### src/rtl/wb_pkg.sv
`default_nettype none

package wb_pkg;

    localparam int XLEN = 64;

    // destination extension applied at writeback
    typedef enum logic [2:0] {
        EXT_DWORD = 3'd0,  // full 64 bits
        EXT_SWORD = 3'd1,  // lw, addw and friends
        EXT_ZWORD = 3'd2,  // lwu
        EXT_SHALF = 3'd3,  // lh
        EXT_ZHALF = 3'd4,  // lhu
        EXT_SBYTE = 3'd5,  // lb
        EXT_ZBYTE = 3'd6   // lbu
    } ext_mode_e;

    // store width, log2 of the byte count
    typedef enum logic [1:0] {
        ST_BYTE  = 2'd0,
        ST_HALF  = 2'd1,
        ST_WORD  = 2'd2,
        ST_DWORD = 2'd3
    } st_size_e;

    // one data word seen as lanes of different widths
    // index 0 is always the least significant lane
    typedef union packed {
        logic [XLEN-1:0]               dword;
        logic [XLEN/32-1:0][31:0]      words;
        logic [XLEN/16-1:0][15:0]      halves;
        logic [XLEN/8-1:0][7:0]        bytes;
    } lane_word_u;

endpackage

`default_nettype wire
### src/rtl/gpr_file.sv
`timescale 1ns/1ps
`default_nettype none

module gpr_file
    import wb_pkg::*;
#(
    parameter int REG_ADDR_W = 5
) (
    input  logic                  clk,
    input  logic                  rst_n,

    // write port, from writeback
    input  logic                  we,
    input  logic [REG_ADDR_W-1:0] waddr,
    input  logic [XLEN-1:0]       wdata,

    // read ports
    input  logic [REG_ADDR_W-1:0] base_addr,
    input  logic [REG_ADDR_W-1:0] src_addr,
    input  logic [REG_ADDR_W-1:0] dbg_addr,
    output logic [XLEN-1:0]       base_data,
    output logic [XLEN-1:0]       src_data,
    output logic [XLEN-1:0]       dbg_data
);

    localparam int NUM_REGS = 2 ** REG_ADDR_W;

    logic [XLEN-1:0] regs [NUM_REGS];

    // architectural state starts at zero, so every register is cleared
    always_ff @(posedge clk or negedge rst_n) begin
        if (!rst_n) begin
            for (int i = 0; i < NUM_REGS; i++) begin
                regs[i] <= '0;
            end
        end else if (we && (waddr != '0)) begin  // x0 never written
            regs[waddr] <= wdata;
        end
    end

    // x0 stays zero from reset, no read mux needed
    assign base_data = regs[base_addr];
    assign src_data  = regs[src_addr];
    assign dbg_data  = regs[dbg_addr];

endmodule

`default_nettype wire

### config.mk
export PLATFORM = sky130hd
export DESIGN_NAME = gpr_file
export DESIGN_NICKNAME = d
export VERILOG_FILES = /design/src/rtl/wb_pkg.sv /design/src/rtl/gpr_file.sv
export SDC_FILE = /design/constraint.sdc
export NUM_CORES = 2
export LEC_CHECK = 0
export BUFFER_PORTS_ARGS = -buffer_cell sky130_fd_sc_hd__buf_4
export CAP_MARGIN = 20
export CORE_ASPECT_RATIO = 1.1
export CORE_UTILIZATION = 35
export DETAILED_ROUTE_END_ITERATION = 8
export SLEW_MARGIN = 20
export SYNTH_ARGS = -nofsm -noshare
export SYNTH_HDL_FRONTEND = slang
export SYNTH_SLANG_ARGS = --single-unit
### constraint.sdc
create_clock -name clk -period 4.1 [get_ports clk]
set_clock_uncertainty 0.1 [all_clocks]
set_input_delay 0.82 -clock clk [delete_from_list [all_inputs] [get_ports clk]]
set_output_delay 0.82 -clock clk [all_outputs]
set_load 0.05 [all_outputs]
; Word level (Yosys, flattened, before mapping)
; Index checks and enable logic that the tools add are counted.
[word_totals]
out_inout_bits = 192
wordCells = 56
inputBits = 87
regBits = 2048
[op_classes]
bitwise = 4
mux = 12
n_reduce_logical = 3
n_lt_le_gt_ge = 5
[ops]
columns = operator, n
row1 = $bwmux W2048, 1
row2 = $bmux W64 S5, 3
row3 = $mux W64, 7
row4 = $demux W64 S5, 1
row5 = $ge A6 B6 Y1 const B, 4
row6 = $not A5 Y6, 4
row7 = $lt A6 B1 Y1 const B, 1
row8 = $reduce_bool A5 Y1, 1
row9 = $logic_and A1 B1 Y1, 2

; Logic depth before layout (Yosys ltp)
[depth]
word_depth = 6
depth_mapped = 9
depth_no_buf = 4

; Worst setup path before layout
; No wires, ideal clock.
[synth_timing]
path_kind = input -> output
startpoint = input port dbg_addr[2]
endpoint = output port dbg_data[14]
path_buffers = 4
path_stages = 7
path_slack_ns = -0.223
required_time_ns = 3.180
t_arrival_ns = 3.403
path_cell_list = buf_2 -> buf_2 -> buf_2 -> clkbuf_1 -> a21boi_0 -> a221oi_1 -> a221oi_1
[synth_between]
elab_chain_len = 4
[synth_lines]
columns = element, line
row1 = start: declaration, gpr_file.sv:20  ; input logic [REG_ADDR_W-1:0] dbg_addr,
row2 = $not A5 Y6 (not written as such), gpr_file.sv:44  ; assign dbg_data = regs[dbg_addr];
row3 = $bmux W64 S5, gpr_file.sv:44
row4 = $mux W64 (not written as such) (2 in a row), gpr_file.sv:44
row5 = end: declaration, gpr_file.sv:23  ; output logic [XLEN-1:0] dbg_data
; No other way between the ends. The select of a mux whose other input is x is not followed.

; Worst setup path in the final report
[layout_timing]
startpoint = input port base_addr[0]
endpoint = output port base_data[17]
[layout_between]
elab_chain_len = 4
[layout_lines]
columns = element, line
row1 = start: declaration, gpr_file.sv:18  ; input logic [REG_ADDR_W-1:0] base_addr,
row2 = $not A5 Y6 (not written as such), gpr_file.sv:42  ; assign base_data = regs[base_addr];
row3 = $bmux W64 S5, gpr_file.sv:42
row4 = $mux W64 (not written as such) (2 in a row), gpr_file.sv:42
row5 = end: declaration, gpr_file.sv:21  ; output logic [XLEN-1:0] base_data,
; No other way between the ends. The select of a mux whose other input is x is not followed.

==> impl_metrics.yaml <==
routing:
  drt-total-wl_um: 452000
  wl_per_cell_um: 35.5
  post-route-drc-count: 0
  ant_nets: 0
  via_count: 81616
  drtIter0Drc: 9242
  via_per_inst: 6.42
  drtPass1Iterations: 6
sta:
  setup_tns_ps: 0
  final-hold-violation-count: 0
  finalMaxSlewViolations: 0
  fmax_mhz: 245
  rsz0062_at_grt: "no"
  holdWs_ps: 312
  min_period_over_period_pct: 99.6
  max-slew-margin-rel_pct: 27.6
  worstMarginPinSlew_ps: 1080
  period_needed_ps: 4080
  finalSetupViolCount: 0
grt:
  grt_pass1_wl_um: 652000
  grt_busiest_layer: "met2"
  use_met1_pct: 33.4
  grt_pass1_vias: 85284
  use_met3_pct: 4.98
  antenna_found_initial: 39
  grt_max_degree: 109
  grt_util_all_layers_pct: 25.3
  overflow: 0
  met2_usage_pct: 40.3
synthesis:
  syn_inst: 7636
  synth-seq-cells: 2048
  netlist-cell-type-count: 36
  synth_nets: 7723
  ys.flop_type: "dfrtp_1"
  synth_edf_count: 0
  ys_async_sr_fraction_pct: 100
  netlist_area_mm2: 0.124
  ys_seq_area_share_pct: 41.3
  yosysWarnings: 0
  synth_area_per_cell_um2: 16.2
clock_network:
  clockBufferDepth: 4
  numCtsBuffers: 233
  tritoncts: "built"
  cts_root_buf: "clkbuf_16"
  h-tree-depth: 4
  clk_pin_slew_worst_paths_ps: 60
  cts_num_sinks: 2048
  clk_latency_ps: 880
layout:
  fin_nets: 7898
  largest-register: "regs"
  drive_above_1_share_pct: 66.2
  reg_top3: "regs: 2048 flops"
  syn_to_final_growth_pct: 16.1
  largest_register_ffs: 2048
  mostFrequentLayoutCells: "mux2_2, dfrtp_1, mux4_2"
  layout_commonest_cell: "mux2_2"
  postLayoutCoreUtil_pct: 40.9
placement:
  gp_congestion: 0.849
  port_buffers: 278
  dp_hpwl_um: 284000
setup_path:
  path_max_fanout: 11
  cp.required_ps: 3180
  worstSetupStartpoint: "base_addr[0]"
  endpoint_kind: "primary output"
  arrival_ps: 3160
  crit_path_start_kind: "input pin"
  r2r-start: "regs[1408]"
  criticalPathCategory: "in -> out"
run:
  max-cap-violations: 0
die:
  coreArea_mm2: 0.352
  io_pins: 279
  die_h_um: 626
  num_rows: 228
  dieArea_mm2: 0.357
  start_util_pct: 35.3
  die_width_um: 570
power:
  p_leak_nw: 59.8
  power_density_mw_per_mm2: 475
  peakVddDrop_v: 0.000358
hold_path:
  hold_path.class: "reg -> reg"
  min_from: "regs[2017]"
outcome:
  status: "complete, no violations"
==> per-stage QoR <==
| step | instances | instance area, µm² | setup WS (ps) | total power [mW] |
|---|---|---|---|---|
| 2_1_floorplan | 7636 | 124000 | 95.3 | 40.7 |
| 3_3_place_gp | 12280 | 136000 | -50.2 | 46.4 |
| 3_5_place_dp | 12284 | 136000 | -81.9 | 47.1 |
| 4_1_cts | 12703 | 144000 | 11.8 | 68.7 |
| 5_1_grt | 12712 | 144000 | 8.56 | 71.2 |
| 6_report | 12717 | 144000 | 16.8 | 68.5 |
==> cell type report <==
cell class	instances	area, µm²
fillers	31455	208000
multi-input cells	4641	69300
flip-flops and latches	2048	51200
repair buffers	885	9790
clock buffers	327	6720
well taps	4715	5900
clock inverters	87	1010
diodes	12	30.0
inverters	2	12.5
==> report_power, final <==
part           internal, mW  switching (mW)  leakage, nW
registers              24.1            3.96         26.3
logic                  10.8            8.14         29.7
clock network          12.6            8.89         3.81
total                  47.5            21.0         59.8
==> synth_stat cells, types with 4 or more instances <==
master       n  share of area, %
o22ai_1     87              0.44
nand2b_1     9             0.045
a221o_1     34              0.27
mux4_2    1689                31
a211o_1     11             0.078
nand2_1    108              0.33
buf_2      315               1.3
dfrtp_1   2048                41
a21boi_0    17              0.10
a22oi_1      8             0.048
buf_4       53              0.32
nor2_1      30             0.091
nor3_2       4             0.032
mux2i_1    234               1.9
buf_6        9             0.082
a22o_1      11             0.078
clkbuf_1   529               1.6
a31oi_1      9             0.045
o21ai_0     17             0.069
a221oi_1    62              0.44
nor2b_1     22              0.11
a32o_1       9             0.073
a21oi_1     28              0.11
buf_1       39              0.12
mux2_2    2234                20
==> critical path: stages <==
cell and delay, ps:
buf_12 190, bufbuf_16 350, buf_4 140, mux4_2 490, mux4_2 510, mux2_2 390, buf_4 220
==> routing by layer <==
layer	routed length, µm	vias to the layer above
met5	243	-
met1	178000	45059
li1	-	31243
met2	215000	4326
met3	36100	966
met4	22700	22
==> final timing paths <==
path	end	slack, ps	depth (start not counted)
worst max register to register	regs[1408]	3150	1
min in group asynchronous	regs[1889]	460	2
worst min-delay path	regs[2017]	310	0
max in group asynchronous	regs[1767]	2120	4
worst max-delay path	base_data[17]	20	7
worst min register to register	regs[2017]	310	0
==> kinds of logic (layout without fill, tap and decap cells) <==
logic type | count (synthesis) | count (layout) | synth area share [%]
muxes | 4157 | 4157 | 52.8
AOI/OAI and AO/OA | 297 | 297 | 1.78
and+or+nand+nor | 187 | 187 | 0.687
other | 0 | 12 | 0
buffers and inverters | 947 | 1301 | 3.40
DFF | 2048 | 2048 | 41.3
==> what timing repair did <==
| action | in CTS | in global routing |
|---|---|---|
| hold buffers | 1 | 0 |
| resized for setup | 12 | 10 |
| hold endpoints to repair | 50 | 0 |
| buffers inserted | 0 | 2 |
| gates cloned | 4 | 0 |
| endpoints found under the setup margin | 14 | 22 |
| pin swaps | 0 | 0 |
(Power assumes the default switching activity.)
