===== src/rtl/wb_pkg.sv =====
`default_nettype none

package wb_pkg;

    localparam int XLEN = 64;

    // destination extension applied at writeback
    typedef enum logic [2:0] {
        EXT_DWORD = 3'd0,  // full 64 bits
        EXT_SWORD = 3'd1,  // lw, addw and friends
        EXT_ZWORD = 3'd2,  // lwu
        EXT_SHALF = 3'd3,  // lh
        EXT_ZHALF = 3'd4,  // lhu
        EXT_SBYTE = 3'd5,  // lb
        EXT_ZBYTE = 3'd6   // lbu
    } ext_mode_e;

    // store width, log2 of the byte count
    typedef enum logic [1:0] {
        ST_BYTE  = 2'd0,
        ST_HALF  = 2'd1,
        ST_WORD  = 2'd2,
        ST_DWORD = 2'd3
    } st_size_e;

    // one data word seen as lanes of different widths
    // index 0 is always the least significant lane
    typedef union packed {
        logic [XLEN-1:0]               dword;
        logic [XLEN/32-1:0][31:0]      words;
        logic [XLEN/16-1:0][15:0]      halves;
        logic [XLEN/8-1:0][7:0]        bytes;
    } lane_word_u;

endpackage

`default_nettype wire

===== src/rtl/store_unit.sv =====
`timescale 1ns/1ps
`default_nettype none

module store_unit
    import wb_pkg::*;
#(
    parameter int REG_ADDR_W = 5
) (
    input  logic                  clk,
    input  logic                  rst_n,

    input  logic                  st_valid,
    input  logic [REG_ADDR_W-1:0] st_base_reg,
    input  logic [REG_ADDR_W-1:0] st_src_reg,
    input  logic [11:0]           st_imm,
    input  st_size_e              st_size,
    input  logic                  halted,

    // register file reads
    output logic [REG_ADDR_W-1:0] base_addr,
    output logic [REG_ADDR_W-1:0] src_addr,
    input  logic [XLEN-1:0]       base_data,
    input  logic [XLEN-1:0]       src_data,

    output logic                  mem_wr_valid,
    output logic [XLEN-1:0]       mem_wr_addr,
    output logic [XLEN-1:0]       mem_wr_data,
    output logic [XLEN/8-1:0]     mem_wr_mask,
    output logic                  mem_wr_misaligned
);

    logic [XLEN-1:0]   addr;
    logic [2:0]        offs;       // byte lane within the doubleword
    logic              aligned;
    logic              accept;
    logic [XLEN/8-1:0] size_ones;  // mask before shifting
    lane_word_u        src_u;
    lane_word_u        place_u;

    assign base_addr = st_base_reg;
    assign src_addr  = st_src_reg;

    assign addr   = base_data + {{(XLEN-12){st_imm[11]}}, st_imm};
    assign offs   = addr[2:0];
    assign accept = st_valid && !halted;
    assign src_u  = src_data;

    always_comb begin
        place_u = '0;  // unused lanes carry zero
        case (st_size)
            ST_BYTE: begin
                aligned   = 1'b1;
                size_ones = 8'h01;
                place_u.bytes[offs] = src_u.bytes[0];
            end
            ST_HALF: begin
                aligned   = (offs[0] == 1'b0);
                size_ones = 8'h03;
                place_u.halves[offs[2:1]] = src_u.halves[0];
            end
            ST_WORD: begin
                aligned   = (offs[1:0] == 2'b00);
                size_ones = 8'h0f;
                place_u.words[offs[2]] = src_u.words[0];
            end
            default: begin  // ST_DWORD
                aligned   = (offs == 3'b000);
                size_ones = 8'hff;
                place_u.dword = src_u.dword;
            end
        endcase
    end

    always_ff @(posedge clk or negedge rst_n) begin
        if (!rst_n) begin
            mem_wr_valid      <= 1'b0;
            mem_wr_misaligned <= 1'b0;
        end else begin
            mem_wr_valid      <= accept && aligned;
            mem_wr_misaligned <= accept && !aligned;
        end
    end

    // held until the next aligned store
    always_ff @(posedge clk) begin
        if (accept && aligned) begin
            mem_wr_addr <= addr;
            mem_wr_data <= place_u.dword;
            mem_wr_mask <= size_ones << offs;
        end
    end

endmodule

`default_nettype wire


===== config.mk =====
export PLATFORM = sky130hd
export DESIGN_NAME = store_unit
export DESIGN_NICKNAME = d
export VERILOG_FILES = /design/src/rtl/wb_pkg.sv /design/src/rtl/store_unit.sv
export SDC_FILE = /design/constraint.sdc
export NUM_CORES = 1
export LEC_CHECK = 0
export BUFFER_PORTS_ARGS = -buffer_cell sky130_fd_sc_hd__clkbuf_2
export CORE_ASPECT_RATIO = 0.7
export CORE_UTILIZATION = 52
export DETAILED_ROUTE_END_ITERATION = 16
export GPL_ROUTABILITY_DRIVEN = 1
export PLACE_DENSITY_LB_ADDON = 0.08
export SLEW_MARGIN = 10
export SYNTH_ARGS = -nofsm -noshare
export SYNTH_HDL_FRONTEND = slang
export SYNTH_SLANG_ARGS = --single-unit

===== constraint.sdc =====
create_clock -name clk -period 0.8 [get_ports clk]
set_input_delay 0.08 -clock clk [delete_from_list [all_inputs] [get_ports clk]]
set_output_delay 0.08 -clock clk [all_outputs]
set_load 0.03 [all_outputs]

==> out/metrics.csv, run 1 <==
metric,value,unit
rows,40,
crit_endpoint,mem_wr_addr[58]$_DFFE_PP_/D,
cts.sinks,138,
place_congestion,1.037,
clk_path_buf_depth,2,
ys_types,74,
worstEpCategory,register input,
io_pins,304,
status,did not finish,
dpl.hpwl,27800,um
syn-num-nets,1179,
synthArstFlopShare,1.449,%
synth.area.top_cells,"edfxtp_1 43%, ha_1 8.3%, a21oi_1 5.5%, xnor2_1 3.9%, nand2_1 3.3%",
synth_area,9483,sq um
portBuffers,283,
synth_seq_cells,138,
htreeDepth,4,
lastStage,5_1_grt,
error,[ERROR GRT-0232] Routing congestion too high. Check the congestion heatmap in the GUI.,
synth_enable_flop_cells,136,
grt_use_total,77.18,%
synth_top_cell_area_share,43.07,%
synth_top_cell_by_area,edfxtp_1,
ys_seq_area_share,43.59,%
grt_max_degree,32,
ys.flop_type,edfxtp_1,
grt_overflow,54,
clockRootBuffer,clkbuf_16,
place_ws,-1971,ps
syn_inst,959,
initial_core_util,54.14,%
die_x,163.4,um
yosys_warnings,0,
cts_inserted_buffers,17,
fp.dieH,115.0,um
avgSynthCellArea,9.888,sq um
## cells in the mapped netlist, types with 3 or more instances
master,count
nand2_1,84
nor2_1,75
or3_1,3
a221oi_1,4
and2_1,10
a21o_1,17
o211ai_1,10
a22oi_1,9
nand2b_1,7
a211oi_1,7
nor3_1,17
nand4_1,21
a21oi_1,104
xnor2_1,42
ha_1,63
and3_1,7
nor4_1,4
o21ai_2,4
o21a_1,4
buf_4,18
o21ai_1,14
o21ai_0,40
o21bai_1,11
inv_1,51
edfxtp_1,136
a21oi_2,3
a222oi_1,24
nor2b_1,5
xor2_1,18
a31oi_1,10
a22o_1,32
buf_2,17
nand3_1,15
clkbuf_1,24
## routing by layer
metal	GRT overflow	track usage, %
met3	0	61.83
met5	0	13.38
met1	0	77.75
met4	25	79.50
met2	29	94.58
## per-stage QoR
step                std cells  util [%]  area, sq um  hold WS [ps]
floorplan                 959         -         9889        -215.6
global placement         1740     78.91        13820        -134.5
detailed placement       1740     78.91        13820        -132.0
CTS                      1835     91.84        16090        -78.79
## repair_timing
action                                 CTS
setup endpoints to repair              410
pin swaps                               53
resized for setup                      178
hold buffers                            26
endpoints found under the hold margin   47
cloned                                   7
setup buffers                           31
## cell families after synthesis
logic type,after synthesis,synth area share (%)
AOI/OAI and AO/OA,322,23.57
and+or+nand+nor,262,13.30
DFF,138,43.59
buffers and inverters,112,5.370
adders and majority gates,64,8.524
xor gates and xnor gates,60,5.542
muxes,1,0.1056
==> run 2: changes to the inputs <==
- CORE_ASPECT_RATIO: 0.7 -> not set
- CORE_UTILIZATION: 52 -> 37
- PLACE_DENSITY_LB_ADDON: 0.08 -> 0.15
==> run 2 against run 1 <==
  * The flow now finishes, with violations (negative hold slack, negative setup slack)
  * Synthesized cell count stayed put
  * Area after synthesis stayed put
==> out/metrics.csv, run 2 <==
metric,value,unit
design_area,16940,sq um
clockRootBuffer,clkbuf_16,
synth_enable_flop_cells,136,
syn_inst,959,
drt_iter0_markers,956,
slew_viol_final,0,
critical_path.top_delay_family,compound AO/OA/AOI/OAI gates,
drc,0,
place_congestion,0.8830,
cts_tree,built,
synth_top_cell_area_share,43.07,%
hold_viol_final,20,
die-area,26270,sq um
largestRegisters,"mem_wr_addr x64, mem_wr_data x64, mem_wr_mask x8",
synth_seq_cells,138,
startpoint_type,input port,
path_class,input port to register,
ys.flop_type,edfxtp_1,
io_pins,304,
ir_drop,1042,uV
critical-path-slowest-cell,a311o_1,
path_cells,"clkbuf_16, buf_4, buf_16, ha_4, a21oi_4, o21ai_1, a311o_1, nand2b_4, o21ai_4, buf_6, o21bai_4, a221oi_2, xnor2_1",
crit_arrival,2410,ps
final_util,67.28,%
final_antenna_net_count,0,
grt_overflow,0,
power.leakage,7.425,nW
rsz0062_at_grt,true,
max_cap_violations,0,
setup_viol,411,
setup_slack,-1447,ps
worst_pin_slew,459.9,ps
cts.sinks,138,
worstHoldEndpoint,mem_wr_data[56],
fin_crit_sh,280.9,%
die_x,162.1,um
whs,-53.49,ps
cts_inserted_buffers,17,
cp_data_required_time,960,ps
fp.dieH,162.1,um
grt_max_degree,45,
n_fill_cell,1922,
fin_crit,2247,ps
yosys_warnings,0,
cp_num_cells,13,
routed_wl,39190,um
initial_core_util,37.66,%
max_freq,0.4450,GHz
min_path_type,input port to register,
place_area,14070,sq um
coreArea,25180,sq um
final_common_cell,buf_4,
min_from,src_data[56],
synthArstFlopShare,1.449,%
violations,"negative hold slack, negative setup slack",
synth.top_cells.by_count,"136 x edfxtp_1, 104 x a21oi_1, 84 x nand2_1",
place_ws,-1906,ps
grt_use_total,28.49,%
rows,58,
portBuffers,283,
antenna_cells,0,
syn2layout_area_growth,78.65,%
grt_pass1_wl,56900,um
nets,1868,
status,"finished, violations left",
crit_path_end_kind,register,
htreeDepth,4,
synth_area,9483,sq um
vias_per_cell,5.412,
avgSynthCellArea,9.888,sq um
cp_slowest_stage_delay,300,ps
dpl.hpwl,28100,um
synth.area.top_cells,"edfxtp_1 43%, ha_1 8.3%, a21oi_1 5.5%, xnor2_1 3.9%, nand2_1 3.3%",
syn-num-nets,1179,
powerDensity,1728,nW/um^2
antenna_found_initial,0,
synth_most_common_cell,edfxtp_1,
layout-drive-gt1-share,57.74,%
crit_fanout,7,
critPathBufInv,4,
multi_input_area,6237,sq um
first_pass_iters,9,
clk_path_buf_depth,2,
routedWlPerCell,19.68,um
ys_types,74,
via_count,10776,
ys_seq_area_share,43.59,%
slew_headroom,69.34,%
cts.clk_slew.worst_paths,70,ps
ff_latch_area,4134,sq um
first_global_vias,10503,
worstHoldPathCells,3,
final_cell_mix,"370 x buf_4, 280 x clkbuf_2, 136 x edfxtp_1",
synth_top_cell_by_area,edfxtp_1,
==> run 2: cell counts after synthesis <==
No cell type changed its count.
==> run 2: where the power goes <==
group          internal (W)  switching [W]  total, W
logic               0.00562        0.00640    0.0120
registers           0.00884       0.000199   0.00904
clock network       0.00467        0.00354   0.00822
==> run 2: metrics by stage <==
stage          TNS (ps)  power [W]  std cells
5_1_grt         -295630    0.03034       1991
3_5_place_dp    -387320    0.01895       1864
6_report        -277880    0.02927       1991
4_1_cts         -282820    0.02854       1963
3_3_place_gp    -383680    0.01890       1864
2_1_floorplan   -415770    0.01456        959
==> run 2: tightest hold or removal path: cells and delay by family <==
family / cells / cell delay (ps)
AOI/OAI and AO/OA: 1 / 70
buffers and inverters: 2 / 130
==> run 2: layout make-up <==
class | instances | area share [%]
inverters | 53 | 1.248
clock inverters | 14 | 0.9454
repair buffers | 728 | 31.62
clock buffers | 18 | 2.533
multi-input cells | 710 | 36.82
well taps | 330 | 2.437
flip-flops and latches | 138 | 24.40
==> run 2: cell families after synthesis <==
kind of cell | share of synthesized area [%]
and+or+nand+nor | 13.30
muxes | 0.1056
xor gates and xnor gates | 5.542
AOI/OAI and AO/OA | 23.57
buffers and inverters | 5.370
DFF | 43.59
adders and majority gates | 8.524
==> run 2: layer usage <==
layer,global-route usage [%],vias to the layer above,wire [um]
met3,4.954,103,2266
met2,48.17,479,19210
met4,15.27,0,2061
met1,34.51,5163,15650
met5,0,-,0
li1,-,5031,-
==> run 2: worst max path at each step <==
stage	from	end	slack [ps]
global route	st_imm[11]	mem_wr_addr[63]	-1500
floorplan	st_imm[0]	mem_wr_addr[0]	-2030
global placement	st_imm[11]	mem_wr_addr[56]	-1910
detailed placement	st_imm[11]	mem_wr_addr[57]	-1910
finish	st_imm[11]	mem_wr_addr[38]	-1450
CTS	st_imm[11]	mem_wr_addr[62]	-1340
==> run 2: timing repair <==
item | 4_1_cts | 5_1_grt
hold buffers | 18 | 1
pin swaps | 77 | 53
buffers inserted | 40 | 22
cloned | 10 | 5
setup endpoints to repair | 410 | 411
endpoints found under the hold margin | 40 | 19
resized for setup | 177 | 88
Note: power is estimated with default switching activity, not from simulation.
==> run 3: changes to the inputs <==
- BUFFER_PORTS_ARGS: -buffer_cell sky130_fd_sc_hd__clkbuf_2 -> -buffer_cell sky130_fd_sc_hd__buf_4
==> run 3 against run 2 <==
  * The run still ends with negative hold slack, negative setup slack left
  * Design area grew 7.4%
  * Non-clock buffer count shrank 4
  * Global-route usage grew 0.091 points
  * Hold slack gained 1.4 ps
  * Largest power group unchanged
  * Count of clock-buffer cells in the layout shrank 1
  * Highest routed layer unchanged
  * First-iteration DRC count grew 0.63%
  * Setup slack gained 92 ps
  * Combinational power grew 9%
  * Clock power shrank 0.5%
  * Fmax grew 4.3%
  * Critical endpoint is now mem_wr_addr[52]
  * Routed wire length grew 5.5%
==> out/metrics.csv, run 3 (synthesis results as in run 2) <==
metric,value,unit
fp.dieH,162.1,um
cts_inserted_buffers,17,
drc,0,
crit_fanout,4,
first_pass_iters,6,
setup_slack,-1355,ps
comb_power_share,43.1,%
hold_viol_final,23,
antenna_cells,0,
fin_crit,2155,ps
grt_overflow,0,
io_pins,304,
crit_path_end_kind,register,
clockRootBuffer,clkbuf_16,
coreArea,25180,sq um
setup_viol,410,
max_freq,0.4641,GHz
n_fill_cell,1790,
hold_buffers,23,
multi_input_area,6499,sq um
min_path_type,input port to register,
p_int,0.01971,W
cp_data_required_time,990,ps
cts_tree,built,
fin_crit_sh,269.3,%
portBuffers,283,
grt_use_total,28.58,%
slew_headroom,71.75,%
die-area,26270,sq um
ir_drop,1315,uV
totalNegativeSetupSlack,-270930,ps
top_usage_layer,met2,
crit_arrival,2340,ps
final_cells,1986,
clk_path_buf_depth,2,
rsz0062_at_grt,true,
rows,58,
routedWlPerCell,20.82,um
slew_viol_final,0,
clkPwrFrac,27.0,%
worst_pin_slew,419.3,ps
layout-drive-gt1-share,58.94,%
htreeDepth,4,
power.leakage,7.721,nW
syn2layout_area_growth,91.85,%
startpoint_type,input port,
path_class,input port to register,
powerDensity,1666,nW/um^2
die_x,162.1,um
ff_latch_area,4134,sq um
placedCellCount,1848,
final_cell_mix,"596 x buf_4, 136 x edfxtp_1, 71 x nand2_1",
grt_util_met1,34.26,%
final_antenna_net_count,0,
drt_iter0_markers,962,
grt_max_degree,49,
p_switching,0.01060,W
first_global_vias,10527,
status,"finished, violations left",
antenna_found_initial,0,
nets,1863,
seq_power_share,29.9,%
max_cap_violations,0,
violations,"negative hold slack, negative setup slack",
routed_wl,41350,um
cts.sinks,138,
cts.clk_slew.worst_paths,70,ps
final_common_cell,buf_4,
worstHoldPathCells,3,
initial_core_util,37.66,%
dpl.hpwl,28520,um
place_congestion,0.9384,
largestRegisters,"mem_wr_addr x64, mem_wr_data x64, mem_wr_mask x8",
p_sw_share,34.98,%
grt_pass1_wl,57480,um
grtUsageMet3,3.728,%
vias_per_cell,5.456,
grt_use_met2,51.42,%
via_count,10836,
whs,-52.04,ps
finalPower,0.03031,W
## run 3: routing by layer
layer	routed length, um	up-vias
met4	1664	0
met5	0	-
met3	2585	102
li1	-	5018
met1	16330	5217
met2	20770	499
## run 3: power by group through the flow
stage / Clock (W) / Sequential (W) / Combinational [W]
6_report: 0.00818 / 0.00905 / 0.0131
4_1_cts: 0.00821 / 0.00905 / 0.0115
2_1_floorplan: 0 / 0.0103 / 0.00427
3_5_place_dp: 0 / 0.00920 / 0.0102
3_3_place_gp: 0 / 0.00920 / 0.0101
5_1_grt: 0.00852 / 0.00909 / 0.0137
## run 3: worst paths after layout
path | from | end | slack [ps]
min in group asynchronous | rst_n | mem_wr_valid | 520
worst max-delay path | st_imm[3] | mem_wr_addr[52] | -1350
worst min-delay path | src_data[43] | mem_wr_data[43] | -50
max in group asynchronous | rst_n | mem_wr_misaligned | 150
## run 3: area by class of cell
type / instances / area share, %
sequential: 138 / 22.72
tap: 330 / 2.270
inverter: 53 / 1.204
timing repair buffer: 724 / 34.91
clock buffer: 17 / 2.338
multi-input combinational: 709 / 35.72
clock inverter: 15 / 0.8322
## run 3: worst max-delay path, cell delays in order
cell	delay, ps
buf_4	120
ha_4	240
o211ai_1	300
a21oi_4	60
o21ai_2	250
buf_4	190
o211ai_4	80
buf_12	150
a2111oi_4	450
nor2_4	90
buf_4	140
a21oi_2	120
xnor2_1	70
## run 3: metrics by stage
stage	instance area [sq um]	util (%)	hold WS (ps)	worst slack, ps
6_report	18190	72.24	-52.04	-1355
5_1_grt	18190	72.24	-61.31	-1435
4_1_cts	16750	66.53	-83.96	-1349
3_5_place_dp	14650	58.17	-136.7	-1928
3_3_place_gp	14650	58.17	-138.1	-1897
2_1_floorplan	9889	-	-215.6	-2035
## run 3: timing repair
action | 4_1_cts | 5_1_grt
setup endpoints to repair | 410 | 410
endpoints found under the hold margin | 48 | 23
setup buffers | 28 | 48
gates cloned | 4 | 19
resized for setup | 194 | 164
pin swaps | 120 | 131
==> run 4: changes to the inputs <==
- clock period: 0.8 -> 2.1 ns (I/O delays scaled with it)
==> run 4 against run 3 <==
  * The flow finishes with violations (negative setup slack)
  * Power decreased by 65%
  * Setup slack gained 1200 ps
  * Count of clock-buffer cells in the layout increased by 1
  * Sequential power fell by 62%
  * Via count shrank 6.8%
  * First-iteration DRC count decreased by 12%
  * Die area unchanged
  * Clock power is 64% lower
  * Non-clock buffer count is 113 lower
  * Combinational power is 67% lower
==> out/metrics.csv, run 4 (synthesis results as in run 2) <==
metric,value,unit
clockRootBuffer,clkbuf_16,
drc,0,
hold_viol_final,0,
crit_arrival,2440,ps
vias_per_cell,5.392,
grt_overflow,0,
whs,72.92,ps
die-area,26270,sq um
setup_viol,31,
min_path_type,input port to register,
path_class,input port to register,
slew_viol_final,0,
grt_use_total,26.76,%
layout-drive-gt1-share,54.24,%
power.leakage,6.855,nW
htreeDepth,4,
cts.sinks,138,
fin_crit_sh,107.9,%
rows,58,
max_cap_violations,0,
crit_fanout,7,
n_fill_cell,2041,
final_util,64.46,%
ff_latch_area,4134,sq um
multi_input_area,6125,sq um
via_count,10099,
final_cell_mix,"579 x buf_4, 136 x edfxtp_1, 72 x nand2_1",
nets,1750,
coreArea,25180,sq um
violations,negative setup slack,
antenna_found_initial,0,
drt_iter0_markers,851,
grt_pass1_wl,53700,um
cts_inserted_buffers,17,
place_ws,-735.5,ps
crit_path_end_kind,register,
clk_path_buf_depth,2,
first_pass_iters,9,
routed_wl,36380,um
initial_core_util,37.66,%
syn2layout_area_growth,71.17,%
routedWlPerCell,19.42,um
cp_data_required_time,2270,ps
place_congestion,0.8894,
io_pins,304,
status,"finished, violations left",
slew_headroom,46.46,%
worst_pin_slew,803.1,ps
final_antenna_net_count,0,
antenna_cells,0,
portBuffers,283,
rsz0062_at_grt,true,
setup_slack,-166.8,ps
fp.dieH,162.1,um
crit_start,st_imm[11],
fin_crit,2267,ps
cts_tree,built,
dpl.hpwl,27410,um
first_global_vias,9872,
max_freq,0.4412,GHz
finalPower,0.01066,W
startpoint_type,input port,
final_common_cell,buf_4,
die_x,162.1,um
largestRegisters,"mem_wr_addr x64, mem_wr_data x64, mem_wr_mask x8",
crit_end,mem_wr_addr[38],
ir_drop,488.4,uV
powerDensity,656.9,nW/um^2
grt_max_degree,39,
cts.clk_slew.worst_paths,70,ps
run 4: layout make-up:
cell class | instances | share of cell area (%)
multi-input cells | 709 | 37.73
repair buffers | 611 | 29.62
flip-flops and latches | 138 | 25.47
clock buffers | 18 | 2.644
well taps | 330 | 2.544
inverters | 53 | 1.226
clock inverters | 14 | 0.7631
run 4: how the worst min path moves through the flow:
stage / startpoint / end / depth (start not counted)
after floorplan: rst_n / mem_wr_misaligned / 0
after global placement: rst_n / mem_wr_valid / 1
after detailed placement: rst_n / mem_wr_valid / 1
after CTS: src_data[45] / mem_wr_data[45] / 3
after global routing: src_data[39] / mem_wr_data[39] / 2
final: src_data[40] / mem_wr_data[40] / 3
run 4: critical path: stages:
cell	delay, ps
bufbuf_16	270
ha_1	330
a21oi_2	190
o21ai_1	80
a311o_1	300
nand2b_4	160
o21ai_4	190
buf_6	150
o21bai_4	90
a221oi_4	340
xnor2_2	110
run 4: per-stage QoR:
stage	area, sq um	std cells	TNS, ps
2_1_floorplan	9666	959	-124050
3_3_place_gp	14200	1813	-77220
3_5_place_dp	14200	1813	-77700
4_1_cts	15670	1858	-1840
5_1_grt	16230	1873	-4488
6_report	16230	1873	-1902
run 4: metal layers:
metal | GRT usage, % | up-vias | share of wire [%]
met1 | 32.80 | 4783 | 40
met5 | 0 | - | 0
met2 | 46.10 | 447 | 49
met3 | 4.111 | 78 | 6.1
li1 | - | 4791 | -
met4 | 12.35 | 0 | 4.3
run 4: report_power, final:
part / internal [W] / switching [W] / total [W]
clock network: 0.00156 / 0.00137 / 0.00293
registers: 0.00337 / 0.0000732 / 0.00344
logic: 0.00203 / 0.00227 / 0.00429
run 4: timing repair:
| item | CTS | global route |
|---|---|---|
| hold buffers | 1 | 0 |
| cloned | 1 | 0 |
| pin swaps | 57 | 48 |
| resized for setup | 152 | 86 |
| setup endpoints to repair | 35 | 42 |
| setup buffers | 12 | 18 |
| hold endpoints to repair | 2 | 0 |
