**src/rtl/wb_pkg.sv**
```systemverilog
`default_nettype none

package wb_pkg;

    localparam int XLEN = 64;

    // destination extension applied at writeback
    typedef enum logic [2:0] {
        EXT_DWORD = 3'd0,  // full 64 bits
        EXT_SWORD = 3'd1,  // lw, addw and friends
        EXT_ZWORD = 3'd2,  // lwu
        EXT_SHALF = 3'd3,  // lh
        EXT_ZHALF = 3'd4,  // lhu
        EXT_SBYTE = 3'd5,  // lb
        EXT_ZBYTE = 3'd6   // lbu
    } ext_mode_e;

    // store width, log2 of the byte count
    typedef enum logic [1:0] {
        ST_BYTE  = 2'd0,
        ST_HALF  = 2'd1,
        ST_WORD  = 2'd2,
        ST_DWORD = 2'd3
    } st_size_e;

    // one data word seen as lanes of different widths
    // index 0 is always the least significant lane
    typedef union packed {
        logic [XLEN-1:0]               dword;
        logic [XLEN/32-1:0][31:0]      words;
        logic [XLEN/16-1:0][15:0]      halves;
        logic [XLEN/8-1:0][7:0]        bytes;
    } lane_word_u;

endpackage

`default_nettype wire
```
**src/rtl/wb_select.sv**
```systemverilog
`timescale 1ns/1ps
`default_nettype none

module wb_select
    import wb_pkg::*;
#(
    parameter int REG_ADDR_W = 5
) (
    input  logic                  clk,
    input  logic                  rst_n,

    // writeback strobe and its payload
    input  logic                  wb_valid,
    input  logic [REG_ADDR_W-1:0] wb_rd,
    input  logic                  wb_from_mem,
    input  logic [XLEN-1:0]       ex_result,
    input  logic [XLEN-1:0]       mem_result,
    input  ext_mode_e             ext_mode,
    input  logic [XLEN-1:0]       wb_pc,
    input  logic                  ebreak,

    // register file write request
    output logic                  rf_we,
    output logic [REG_ADDR_W-1:0] rf_waddr,
    output logic [XLEN-1:0]       rf_wdata,

    output logic                  retire_valid,
    output logic [XLEN-1:0]       retire_pc,
    output logic                  halted
);

    lane_word_u res_u;   // selected result, viewed by lane
    logic       accept;  // instruction actually takes effect

    assign accept = wb_valid && !halted;

    always_comb begin
        res_u = wb_from_mem ? mem_result : ex_result;

        case (ext_mode)
            EXT_SWORD:
                rf_wdata = {{(XLEN-32){res_u.words[0][31]}}, res_u.words[0]};
            EXT_ZWORD:
                rf_wdata = {{(XLEN-32){1'b0}}, res_u.words[0]};
            EXT_SHALF:
                rf_wdata = {{(XLEN-16){res_u.halves[0][15]}}, res_u.halves[0]};
            EXT_ZHALF:
                rf_wdata = {{(XLEN-16){1'b0}}, res_u.halves[0]};
            EXT_SBYTE:
                rf_wdata = {{(XLEN-8){res_u.bytes[0][7]}}, res_u.bytes[0]};
            EXT_ZBYTE:
                rf_wdata = {{(XLEN-8){1'b0}}, res_u.bytes[0]};
            default:
                rf_wdata = res_u.dword;  // EXT_DWORD and unused codes
        endcase
    end

    // x0 filtering is left to the register file
    assign rf_we    = accept;
    assign rf_waddr = wb_rd;

    always_ff @(posedge clk or negedge rst_n) begin
        if (!rst_n) begin
            retire_valid <= 1'b0;
            halted       <= 1'b0;
        end else begin
            retire_valid <= accept;
            if (accept && ebreak) begin
                halted <= 1'b1;  // sticky until reset
            end
        end
    end

    // pc only matters while retire_valid is high
    always_ff @(posedge clk) begin
        if (accept) begin
            retire_pc <= wb_pc;
        end
    end

endmodule

`default_nettype wire

```
**config.mk**
```make
export PLATFORM = sky130hd
export DESIGN_NAME = wb_select
export DESIGN_NICKNAME = d
export VERILOG_FILES = /design/src/rtl/wb_pkg.sv /design/src/rtl/wb_select.sv
export SDC_FILE = /design/constraint.sdc
export NUM_CORES = 1
export LEC_CHECK = 0
export BUFFER_PORTS_ARGS = -buffer_cell sky130_fd_sc_hd__buf_2
export CAP_MARGIN = 25
export CORE_AREA = 4 4 129 131
export DETAILED_ROUTE_END_ITERATION = 12
export DIE_AREA = 0 0 133 135
export PLACE_DENSITY_LB_ADDON = 0.1
export SETUP_SLACK_MARGIN = 0.05
export SLEW_MARGIN = 20
export SYNTH_ARGS = -nofsm -noshare
export SYNTH_HDL_FRONTEND = slang
export SYNTH_SLANG_ARGS = --single-unit
```
**constraint.sdc**
```tcl
create_clock -name clk -period 3.6 [get_ports clk]
set_input_delay 0.36 -clock clk [delete_from_list [all_inputs] [get_ports clk]]
set_output_delay 0.36 -clock clk [all_outputs]
set_load 0.01 [all_outputs]
```
Yosys cells after proc, flatten, opt, wreduce, memory -nomap -nowiden
Index checks and enable logic that the tools add are counted.
{"block": "totals", "register_bits": 66, "input_bits": 205, "out_inout_bits": 136, "wordCells": 14}
{"block": "op_classes", "eq_ne": 6, "muxes": 2, "reduce_logical": 3}
{"cell": "one-hot mux 64 bit (6 select lines)", "count": 1}
{"cell": "two-way mux 64 bit", "count": 1}
{"cell": "== test 3 bit (second input constant)", "count": 3}
{"cell": "== test 3 x 2 -> 1 bit (second input constant)", "count": 2}
{"cell": "== test 3 x 1 -> 1 bit (second input constant)", "count": 1}
{"cell": "logical AND 1 bit", "count": 2}
{"cell": "logical NOT 1 bit", "count": 1}

Depth between registers and ports, before layout
Gate-level depths: netlist of run 1.
{"block": "depth", "depth_word": 3, "mapped_depth": 5, "depth_no_buf": 3}

Least setup slack after synthesis of run 1
No wires, ideal clock.
{"block": "synth_timing", "kind": "reg-to-reg", "from": "register halted", "to": "register retire_pc[0] (enable)", "setup_ns": 0.501, "t_arrival_ns": 3.427, "t_required_ns": 3.099, "setup_slack_ns": -0.328, "stages_incl_launch_ff": 2, "n_path_buf": 0, "period_less_slack_ns": 3.928, "path_cell_list": "dfrtp_1 > nor2b_1"}
{"block": "synth_between", "elab_chain_cells": 2}
{"item": "start, declared", "line": "wb_select.sv:29", "text": "output logic halted"}
{"item": "start signal, assigned", "line": "wb_select.sv:65", "text": "halted <= 1'b0;"}
{"item": "start signal, assigned", "line": "wb_select.sv:69", "text": "halted <= 1'b1;"}
{"item": "logical NOT 1 bit", "line": "wb_select.sv:35", "text": "assign accept = wb_valid && !halted;"}
{"item": "logical AND 1 bit", "line": "wb_select.sv:35"}
{"item": "named net rf_we", "line": "wb_select.sv:23", "text": "output logic rf_we,"}
{"item": "end signal, assigned", "line": "wb_select.sv:77", "text": "retire_pc <= wb_pc;"}
{"item": "end, declared", "line": "wb_select.sv:28", "text": "output logic [XLEN-1:0] retire_pc,"}
The timed path passes the listed nets, and every way through them passes these cells.
A chain may end at the register's enable or synchronous reset.

Worst setup path after layout of run 1
{"block": "layout_timing", "from": "input wb_from_mem", "to": "output rf_wdata[55]"}
{"block": "layout_between", "elab_chain_cells": 2}
{"item": "start, declared", "line": "wb_select.sv:15", "text": "input logic wb_from_mem,"}
{"item": "two-way mux 64 bit", "line": "wb_select.sv:38", "text": "res_u = wb_from_mem ? mem_result : ex_result;"}
{"item": "one-hot mux 64 bit (6 select lines)", "line": "wb_select.sv:40", "text": "case (ext_mode)"}
{"item": "end, declared", "line": "wb_select.sv:25", "text": "output logic [XLEN-1:0] rf_wdata,"}
Every way passes these cells.

==> results.yml, run 1 <==
run_status:
  status: "complete, no violations"
floorplanning:
  ios: 341
  core_area_sq_mm: 0.0156
  die_w_um: 133
  initial_core_util: 0.202
  floorplan.rows: 46
  die_area_sq_mm: 0.0180
  die_h_um: 135
routing:
  drt_iter0_markers: 74
  routed-via-count: 3125
  postRouteAntennaNets: 0
  wl_per_cell_um: 16.4
  wirelength_mm: 12.8
  dr.pass1.iters: 4
  drc: 0
  via_per_inst: 4.03
pwr:
  clock_power_share: 0.430
  power_density_mw_per_mm2: 400
  max-vdd-ir-drop_mv: 0.380
  p_leak_uw: 0.00264
  seqPwrFrac: 0.393
  internal_power_uw: 1640
  p_sw_uw: 501
  comb_power_share: 0.177
  swShare: 0.234
  power_uw: 2140
clock_network:
  clkTransAtPathRegs_ps: 60
  cts_tree: "yes"
  cts_resized: 0
  cts_buffers: 9
  clk_latency_ps: 320
  cts_sinks: 66
  htreeDepth: 3
  cts.path.max_buffers: 2
  cts_root_buffer: "clkbuf_16"
setup_path:
  end_kind: "output port"
  worstPathRequired_ps: 3240
  start_kind: "primary input"
  worstPathArrival_ps: 2260
  cp_max_fo: 28
  worstSetupPathType: "in -> out"
  crit_start: "wb_from_mem"
  reg2reg_from: "halted$_DFFE_PN0P_"
placement:
  pre_cts_slack_ps: 948
  place_congestion: 0.838
  dp_hpwl_mm: 10.7
  port_buffers: 330
synthesis:
  ys_seq_area_frac: 0.626
  yosys_warnings: 0
  yosysMostFrequentCell: "edfxtp_1"
  async_flop_share: 0.0303
  syn_inst: 224
  synth_edf_count: 64
  syn_nets: 429
  synth_seq_cells: 66
  mappedNetlistArea_sq_mm: 0.00315
  synth_flop_cell: "edfxtp_1"
  yosysUniqueCellTypes: 25
  synth.avg_cell_area_sq_um: 14.1
  synthTopCellsByCount: "64 x edfxtp_1, 55 x mux2i_1, 30 x o21ai_1"
  synth.top_cells.by_area: "edfxtp_1 61%, mux2i_1 17%, o21ai_1 4.8%"
  synth_largest_area_cell: "edfxtp_1"
  synth_top_area_share: 0.610
timing:
  rsz0062_at_grt: "no"
  relSlewSlack: 0.515
  tns_ps: 0
  worst_pin_slew_ps: 726
  fin_crit_sh: 0.727
  max_freq_ghz: 0.382
  clock_skew_ps: 4.98
  setup_viol: 0
  hold_viol: 0
  drv_slew: 0
  period_minus_slack_ps: 2620
  finalWorstSetupSlack_ps: 981
cells_and_area:
  drive_gt1_frac: 0.655
  area_growth_pct: 70.2
  nNetsFinal: 759
  utilization: 0.343
global_routing:
  antenna_found_initial: 1
  grt_max_degree: 39
  grt_usage: 0.134
  grt_overflow: 0
  grt_pass1_wl_mm: 18.5
  grt_pass1_vias: 3269
min_path:
  hold_start: "wb_pc[27]"
  hold_path.class: "in -> reg"
job:
  maxCapViolations: 0
==> path summary, 6_finish.rpt <==
path,to,slack (ps),cells after the start
min in group asynchronous,retire_valid$_DFF_PN0_,350,2
max reg2reg,retire_pc[43]$_DFFE_PP_,1910,2
min reg2reg,halted$_DFFE_PN0P_,550,1
min,retire_pc[27]$_DFFE_PP_,210,1
max in group asynchronous,halted$_DFFE_PN0P_,3150,2
max,rf_wdata[55],980,6
==> flip-flops by register name, summed over array words and instances (netlist names) <==
name          cells
retire_valid      1
retire_pc        64
halted            1
==> metal layers <==
metal | wire length [um] | up-vias | global-route usage
li1 | - | 1518 | -
met1 | 4330 | 1402 | 0.134
met2 | 6620 | 192 | 0.242
met3 | 1580 | 13 | 0.0689
met4 | 230 | 0 | 0.0456
met5 | 0 | - | 0
==> final cells by class <==
type,instances,area [sq um]
clock buffer,10,229
multi-input combinational,136,1060
tap,216,270
inverter,1,3.75
sequential,66,1970
fill,1611,10200
antenna,1,2.50
clock inverter,6,88.8
timing repair buffer,340,1730
==> what timing repair did <==
| item | in CTS | in global routing |
|---|---|---|
| endpoints found under the hold margin | 2 | 0 |
| hold buffers | 1 | 0 |
| endpoints found under the setup margin | 0 | 0 |
| setup buffers | 0 | 0 |
==> worst max-delay path, cell delays in order <==
cell and delay (ps):
buf_4 370, mux2_2 420, a222oi_1 460, buf_4 340, o21ai_1 130, buf_2 170
==> kinds of logic after synthesis <==
| group | Yosys count | synth area share |
|---|---|---|
| buffers and inverters | 22 | 0.0401 |
| and+or+nand+nor | 10 | 0.0191 |
| muxes | 65 | 0.212 |
| AOI/OAI and AO/OA | 59 | 0.0970 |
| xor gates and xnor gates | 2 | 0.00557 |
| DFF | 66 | 0.626 |
==> power groups by stage <==
stage	sequential (uW)	clock (uW)	combinational, uW
global placement	858	0	381
global route	842	989	413
CTS	842	954	384
floorplan	858	0	174
detailed placement	858	0	382
finish	842	920	379
==> stage by stage <==
stage | hold WS, ps | instance area, sq um | std cells
CTS | 185 | 5360 | 775
detailed placement | 148 | 5030 | 758
floorplan | 64.4 | 3150 | 224
global placement | 149 | 5030 | 758
finish | 206 | 5360 | 776
global route | 187 | 5360 | 776
==> cell usage in the layout (no fill, tap or decap), types with 2 or more instances in the layout <==
master and instances:
clkinvlp_4 2, bufinv_16 2, mux2_2 9, o21ai_1 30, buf_2 329, and3b_1 2
o21ai_0 26, clkbuf_16 9, mux2i_1 55, edfxtp_1 64, dfrtp_1 2, nand2_1 2
buf_4 10
Power figures use the tool's default switching activity.
==> run 2, diff against run 1 <==
==> constraint.sdc (replaced) <==
create_clock -name clk -period 2.3 [get_ports clk]
set_input_delay 0.23 -clock clk [delete_from_list [all_inputs] [get_ports clk]]
set_output_delay 0.23 -clock clk [all_outputs]
set_load 0.01 [all_outputs]
==> results.yml, run 2 (synthesis results as in run 1) <==
setup_path:
  r2r_slack_ps: 1030
  start_kind: "primary input"
  worstSetupPathType: "in -> out"
  end_kind: "output port"
  reg2reg_depth: 2
  worstPathArrival_ps: 1770
  reg2reg_from: "halted$_DFFE_PN0P_"
  worstPathRequired_ps: 2070
  cp_max_fo: 32
  r2r-end: "retire_pc[25]$_DFFE_PP_"
timing:
  hold_viol: 0
  clock_skew_ps: 3.90
  fin_crit_sh: 0.867
  rsz0062_at_grt: "no"
  setup_viol: 0
  period_minus_slack_ps: 2000
  whs_ps: 76.5
  max_freq_ghz: 0.501
  tns_ps: 0
  relSlewSlack: 0.601
  drv_slew: 0
  worst_pin_slew_ps: 595
floorplanning:
  core_area_sq_mm: 0.0156
  floorplan.rows: 46
  ios: 341
  die_h_um: 135
  die_w_um: 133
  initial_core_util: 0.202
  die_area_sq_mm: 0.0180
cells_and_area:
  fillerInstances: 1568
  utilization: 0.342
  largest_registers: "retire_pc: 64 flops, halted: 1 flops, retire_valid: 1 flops"
  final_cell_area_sq_mm: 0.00534
  largest_reg_flops: 64
  nNetsFinal: 758
  regMostFlops: "retire_pc"
  final_common_cell: "buf_2"
  antenna_cells: 0
  final_cell_mix: "329 x buf_2, 64 x edfxtp_1, 55 x mux2i_1"
  area_growth_pct: 69.5
  drive_gt1_frac: 0.654
routing:
  routed-via-count: 3154
  drt_iter0_markers: 80
  drc: 0
  wirelength_mm: 13.0
  dr.pass1.iters: 5
  postRouteAntennaNets: 0
  via_per_inst: 4.07
  wl_per_cell_um: 16.7
global_routing:
  antenna_found_initial: 1
  grt_pass1_vias: 3345
  grt_pass1_wl_mm: 18.8
  grt_usage: 0.136
  grt_overflow: 0
  grt_max_degree: 62
run_status:
  status: "complete, no violations"
pwr:
  max-vdd-ir-drop_mv: 0.397
  swShare: 0.245
  power_uw: 3250
  p_leak_uw: 0.00263
  power_density_mw_per_mm2: 609
  p_sw_uw: 796
  seqPwrFrac: 0.406
  clock_power_share: 0.410
  comb_power_share: 0.185
  internal_power_uw: 2450
clock_network:
  cts.path.max_buffers: 2
  post_cts_buffers: 0
  cts_sinks: 66
  cts_root_buffer: "clkbuf_16"
  cts_buffers: 9
  clk_latency_ps: 320
  clkTransAtPathRegs_ps: 60
  cts_tree: "yes"
  htreeDepth: 3
placement:
  place_congestion: 0.764
  place_area_sq_mm: 0.00503
  port_buffers: 330
  dp_hpwl_mm: 10.8
min_path:
  min_to: "retire_pc[58]$_DFFE_PP_"
  hold_start: "wb_pc[58]"
  hold_path.class: "in -> reg"
  min_path_cells: 1
job:
  maxCapViolations: 0
==> run 2: stage by stage <==
stage / std cells / worst slack (ps)
2_1_floorplan: 224 / 411
3_3_place_gp: 756 / 296
3_5_place_dp: 757 / 288
4_1_cts: 774 / 284
5_1_grt: 774 / 199
6_report: 774 / 305
==> run 2: power groups by stage <==
stage | logic (uW) | clock network [uW] | registers [uW]
2_1_floorplan | 273 | 0 | 1340
5_1_grt | 656 | 1440 | 1320
6_report | 600 | 1330 | 1320
3_3_place_gp | 603 | 0 | 1340
3_5_place_dp | 608 | 0 | 1340
4_1_cts | 610 | 1370 | 1320
==> run 2: worst max-delay path, stage by stage <==
cell and delay [ps]:
buf_4 140, mux2_2 380, a222oi_1 310, buf_4 370
o21ai_0 150, buf_2 170
==> run 2: layout make-up <==
| cell class | count | area [sq um] | area share |
|---|---|---|---|
| Multi-Input combinational cell | 136 | 1060 | 0.199 |
| Clock inverter | 7 | 68.8 | 0.0129 |
| Clock buffer | 9 | 225 | 0.0422 |
| Inverter | 1 | 3.75 | 0.000703 |
| Timing Repair Buffer | 339 | 1740 | 0.325 |
| Sequential cell | 66 | 1970 | 0.370 |
| Tap cell | 216 | 270 | 0.0506 |
==> run 2: layer usage <==
metal  routed length (um)  global-route usage  vias to the layer above
li1                     -                   -                     1515
met1                 4300               0.135                     1414
met2                 6960               0.256                      204
met3                 1450              0.0577                       19
met4                  216              0.0427                        2
met5                   20                   0                        -
==> run 2: timing repair <==
item,CTS,global route
hold endpoints to repair,2,0
hold buffers,1,0
resized for setup,0,0
==> run 2: how the worst max path moves through the flow <==
stage | to | from | slack (ps) | cells past startpoint
2_1_floorplan | retire_pc[0]$_DFFE_PP_ | halted$_DFFE_PN0P_ | 410 | 1
3_3_place_gp | rf_wdata[25] | ext_mode[1] | 300 | 5
3_5_place_dp | rf_wdata[59] | wb_from_mem | 290 | 6
4_1_cts | rf_wdata[59] | wb_from_mem | 280 | 6
5_1_grt | rf_wdata[59] | wb_from_mem | 200 | 6
6_report | rf_wdata[59] | wb_from_mem | 300 | 6
==> run 3, diff against run 2 <==
--- a/config.mk
+++ b/config.mk
@@ -5,7 +5,7 @@
 export SDC_FILE = /design/constraint.sdc
 export NUM_CORES = 1
 export LEC_CHECK = 0
-export BUFFER_PORTS_ARGS = -buffer_cell sky130_fd_sc_hd__buf_2
+export BUFFER_PORTS_ARGS = -buffer_cell sky130_fd_sc_hd__clkbuf_2
 export CAP_MARGIN = 25
 export CORE_AREA = 4 4 129 131
 export DETAILED_ROUTE_END_ITERATION = 12
==> results.yml, run 3 (synthesis results as in run 1) <==
run_status:
  status: "complete, no violations"
clock_network:
  post_cts_buffers: 0
  clk_latency_ps: 320
  cts_resized: 0
  cts_sinks: 66
  cts_buffers: 9
  cts.path.max_buffers: 2
  hold_buffers: 1
  clkTransAtPathRegs_ps: 60
  cts_root_buffer: "clkbuf_16"
  cts_tree: "yes"
  htreeDepth: 3
cells_and_area:
  nNetsFinal: 759
  regMostFlops: "retire_pc"
  utilization: 0.340
  antenna_cells: 0
  area_growth_pct: 68.7
  final_cells: 775
  largest_reg_flops: 64
  largest_registers: "retire_pc: 64 flops, halted: 1 flops, retire_valid: 1 flops"
  drive_gt1_frac: 0.653
  final_cell_mix: "329 x clkbuf_2, 64 x edfxtp_1, 55 x mux2i_1"
  final_common_cell: "clkbuf_2"
routing:
  drc: 0
  postRouteAntennaNets: 0
  highest_layer: "met4"
  drt_iter0_markers: 120
  via_per_inst: 4.13
  wl_met3_mm: 1.51
  routed-via-count: 3202
  wl_per_cell_um: 16.7
  dr.pass1.iters: 4
  wirelength_mm: 13.0
  wl_met2_mm: 7.01
  wl_met1_mm: 4.25
timing:
  drv_slew: 0
  max_freq_ghz: 0.488
  whs_ps: 75.5
  relSlewSlack: 0.337
  tns_ps: 0
  fin_crit_sh: 0.892
  period_minus_slack_ps: 2050
  setup_viol: 0
  hold_viol: 0
  worst_pin_slew_ps: 995
  clock_skew_ps: 3.02
  rsz0062_at_grt: "no"
floorplanning:
  floorplan.rows: 46
  core_area_sq_mm: 0.0156
  initial_core_util: 0.202
  die_area_sq_mm: 0.0180
  die_h_um: 135
  die_w_um: 133
  ios: 341
setup_path:
  path_depth: 5
  endpoint: "rf_wdata[26]"
  reg2reg_from: "halted$_DFFE_PN0P_"
  r2r_slack_ps: 890
  critPathSlowestCell: "buf_4"
  worstSetupPathType: "in -> out"
  path_cells: "buf_4 -> buf_4 -> mux2i_1 -> o21ai_0 -> clkbuf_2"
  reg2reg_depth: 2
  r2r-end: "retire_pc[9]$_DFFE_PP_"
  worstPathRequired_ps: 2070
  cpPeakStageDelay_ps: 770
  critPathBufInv: 3
  start_kind: "primary input"
  critPathTopFamily: "buffers and inverters"
  cpMostUsedCell: "buf_4"
  worstPathArrival_ps: 1820
  crit_start: "wb_from_mem"
  end_kind: "output port"
  cp_max_fo: 61
global_routing:
  antenna_found_initial: 0
  grt_pass1_wl_mm: 19.1
  grt_pass1_vias: 3320
  grt_usage: 0.139
  grt_overflow: 0
  grt_max_degree: 62
pwr:
  p_leak_uw: 0.00267
  power_density_mw_per_mm2: 594
  max-vdd-ir-drop_mv: 0.503
  power_uw: 3150
placement:
  dp_hpwl_mm: 10.9
  port_buffers: 330
  place_congestion: 0.789
  dp.cells: 758
min_path:
  hold_path.class: "in -> reg"
  min_path_cells: 1
job:
  maxCapViolations: 0
[run 3: cell types whose count changed in the layout (fill, tap and decap cells not counted), sizes merged]
cell | previous run | this run
buf | 338 | 10
bufinv | 1 | 0
clkbuf | 9 | 340
clkinv | 4 | 3
[run 3: power breakdown]
part / switching (uW) / leakage, uW / internal (uW) / total [uW]
Clock: 477 / 0.000133 / 754 / 1230
Combinational: 305 / 0.00194 / 300 / 605
Sequential: 0.000240 / 0.000598 / 1320 / 1320
[run 3: how the worst min path moves through the flow]
| stage | end | slack [ps] | from |
|---|---|---|---|
| floorplan | halted$_DFFE_PN0P_ | -70 | rst_n |
| global placement | retire_valid$_DFF_PN0_ | 20 | rst_n |
| detailed placement | retire_valid$_DFF_PN0_ | 20 | rst_n |
| CTS | retire_pc[10]$_DFFE_PP_ | 60 | wb_pc[10] |
| global route | retire_pc[2]$_DFFE_PP_ | 60 | wb_pc[2] |
| finish | retire_pc[10]$_DFFE_PP_ | 80 | wb_pc[10] |
[run 3: layer usage]
metal | GRT usage | up-vias
met5 | 0 | -
met3 | 0.0626 | 16
li1 | - | 1523
met4 | 0.0393 | 0
met1 | 0.136 | 1464
met2 | 0.262 | 199
[run 3: cell type report]
class                           count  area (sq um)
Tap cell                          216           270
Clock buffer                       11           243
Inverter                            1          3.75
Clock inverter                      5          30.0
Multi-Input combinational cell    136          1060
Fill cell                        1609         10300
Sequential cell                    66          1970
Timing Repair Buffer              340          1730
[run 3: metrics by stage]
| step | setup slack, ps | area, sq um |
|---|---|---|
| 3_3_place_gp | 249 | 5020 |
| 4_1_cts | 238 | 5310 |
| 6_report | 249 | 5310 |
| 5_1_grt | 133 | 5310 |
| 2_1_floorplan | 411 | 3160 |
| 3_5_place_dp | 243 | 5030 |
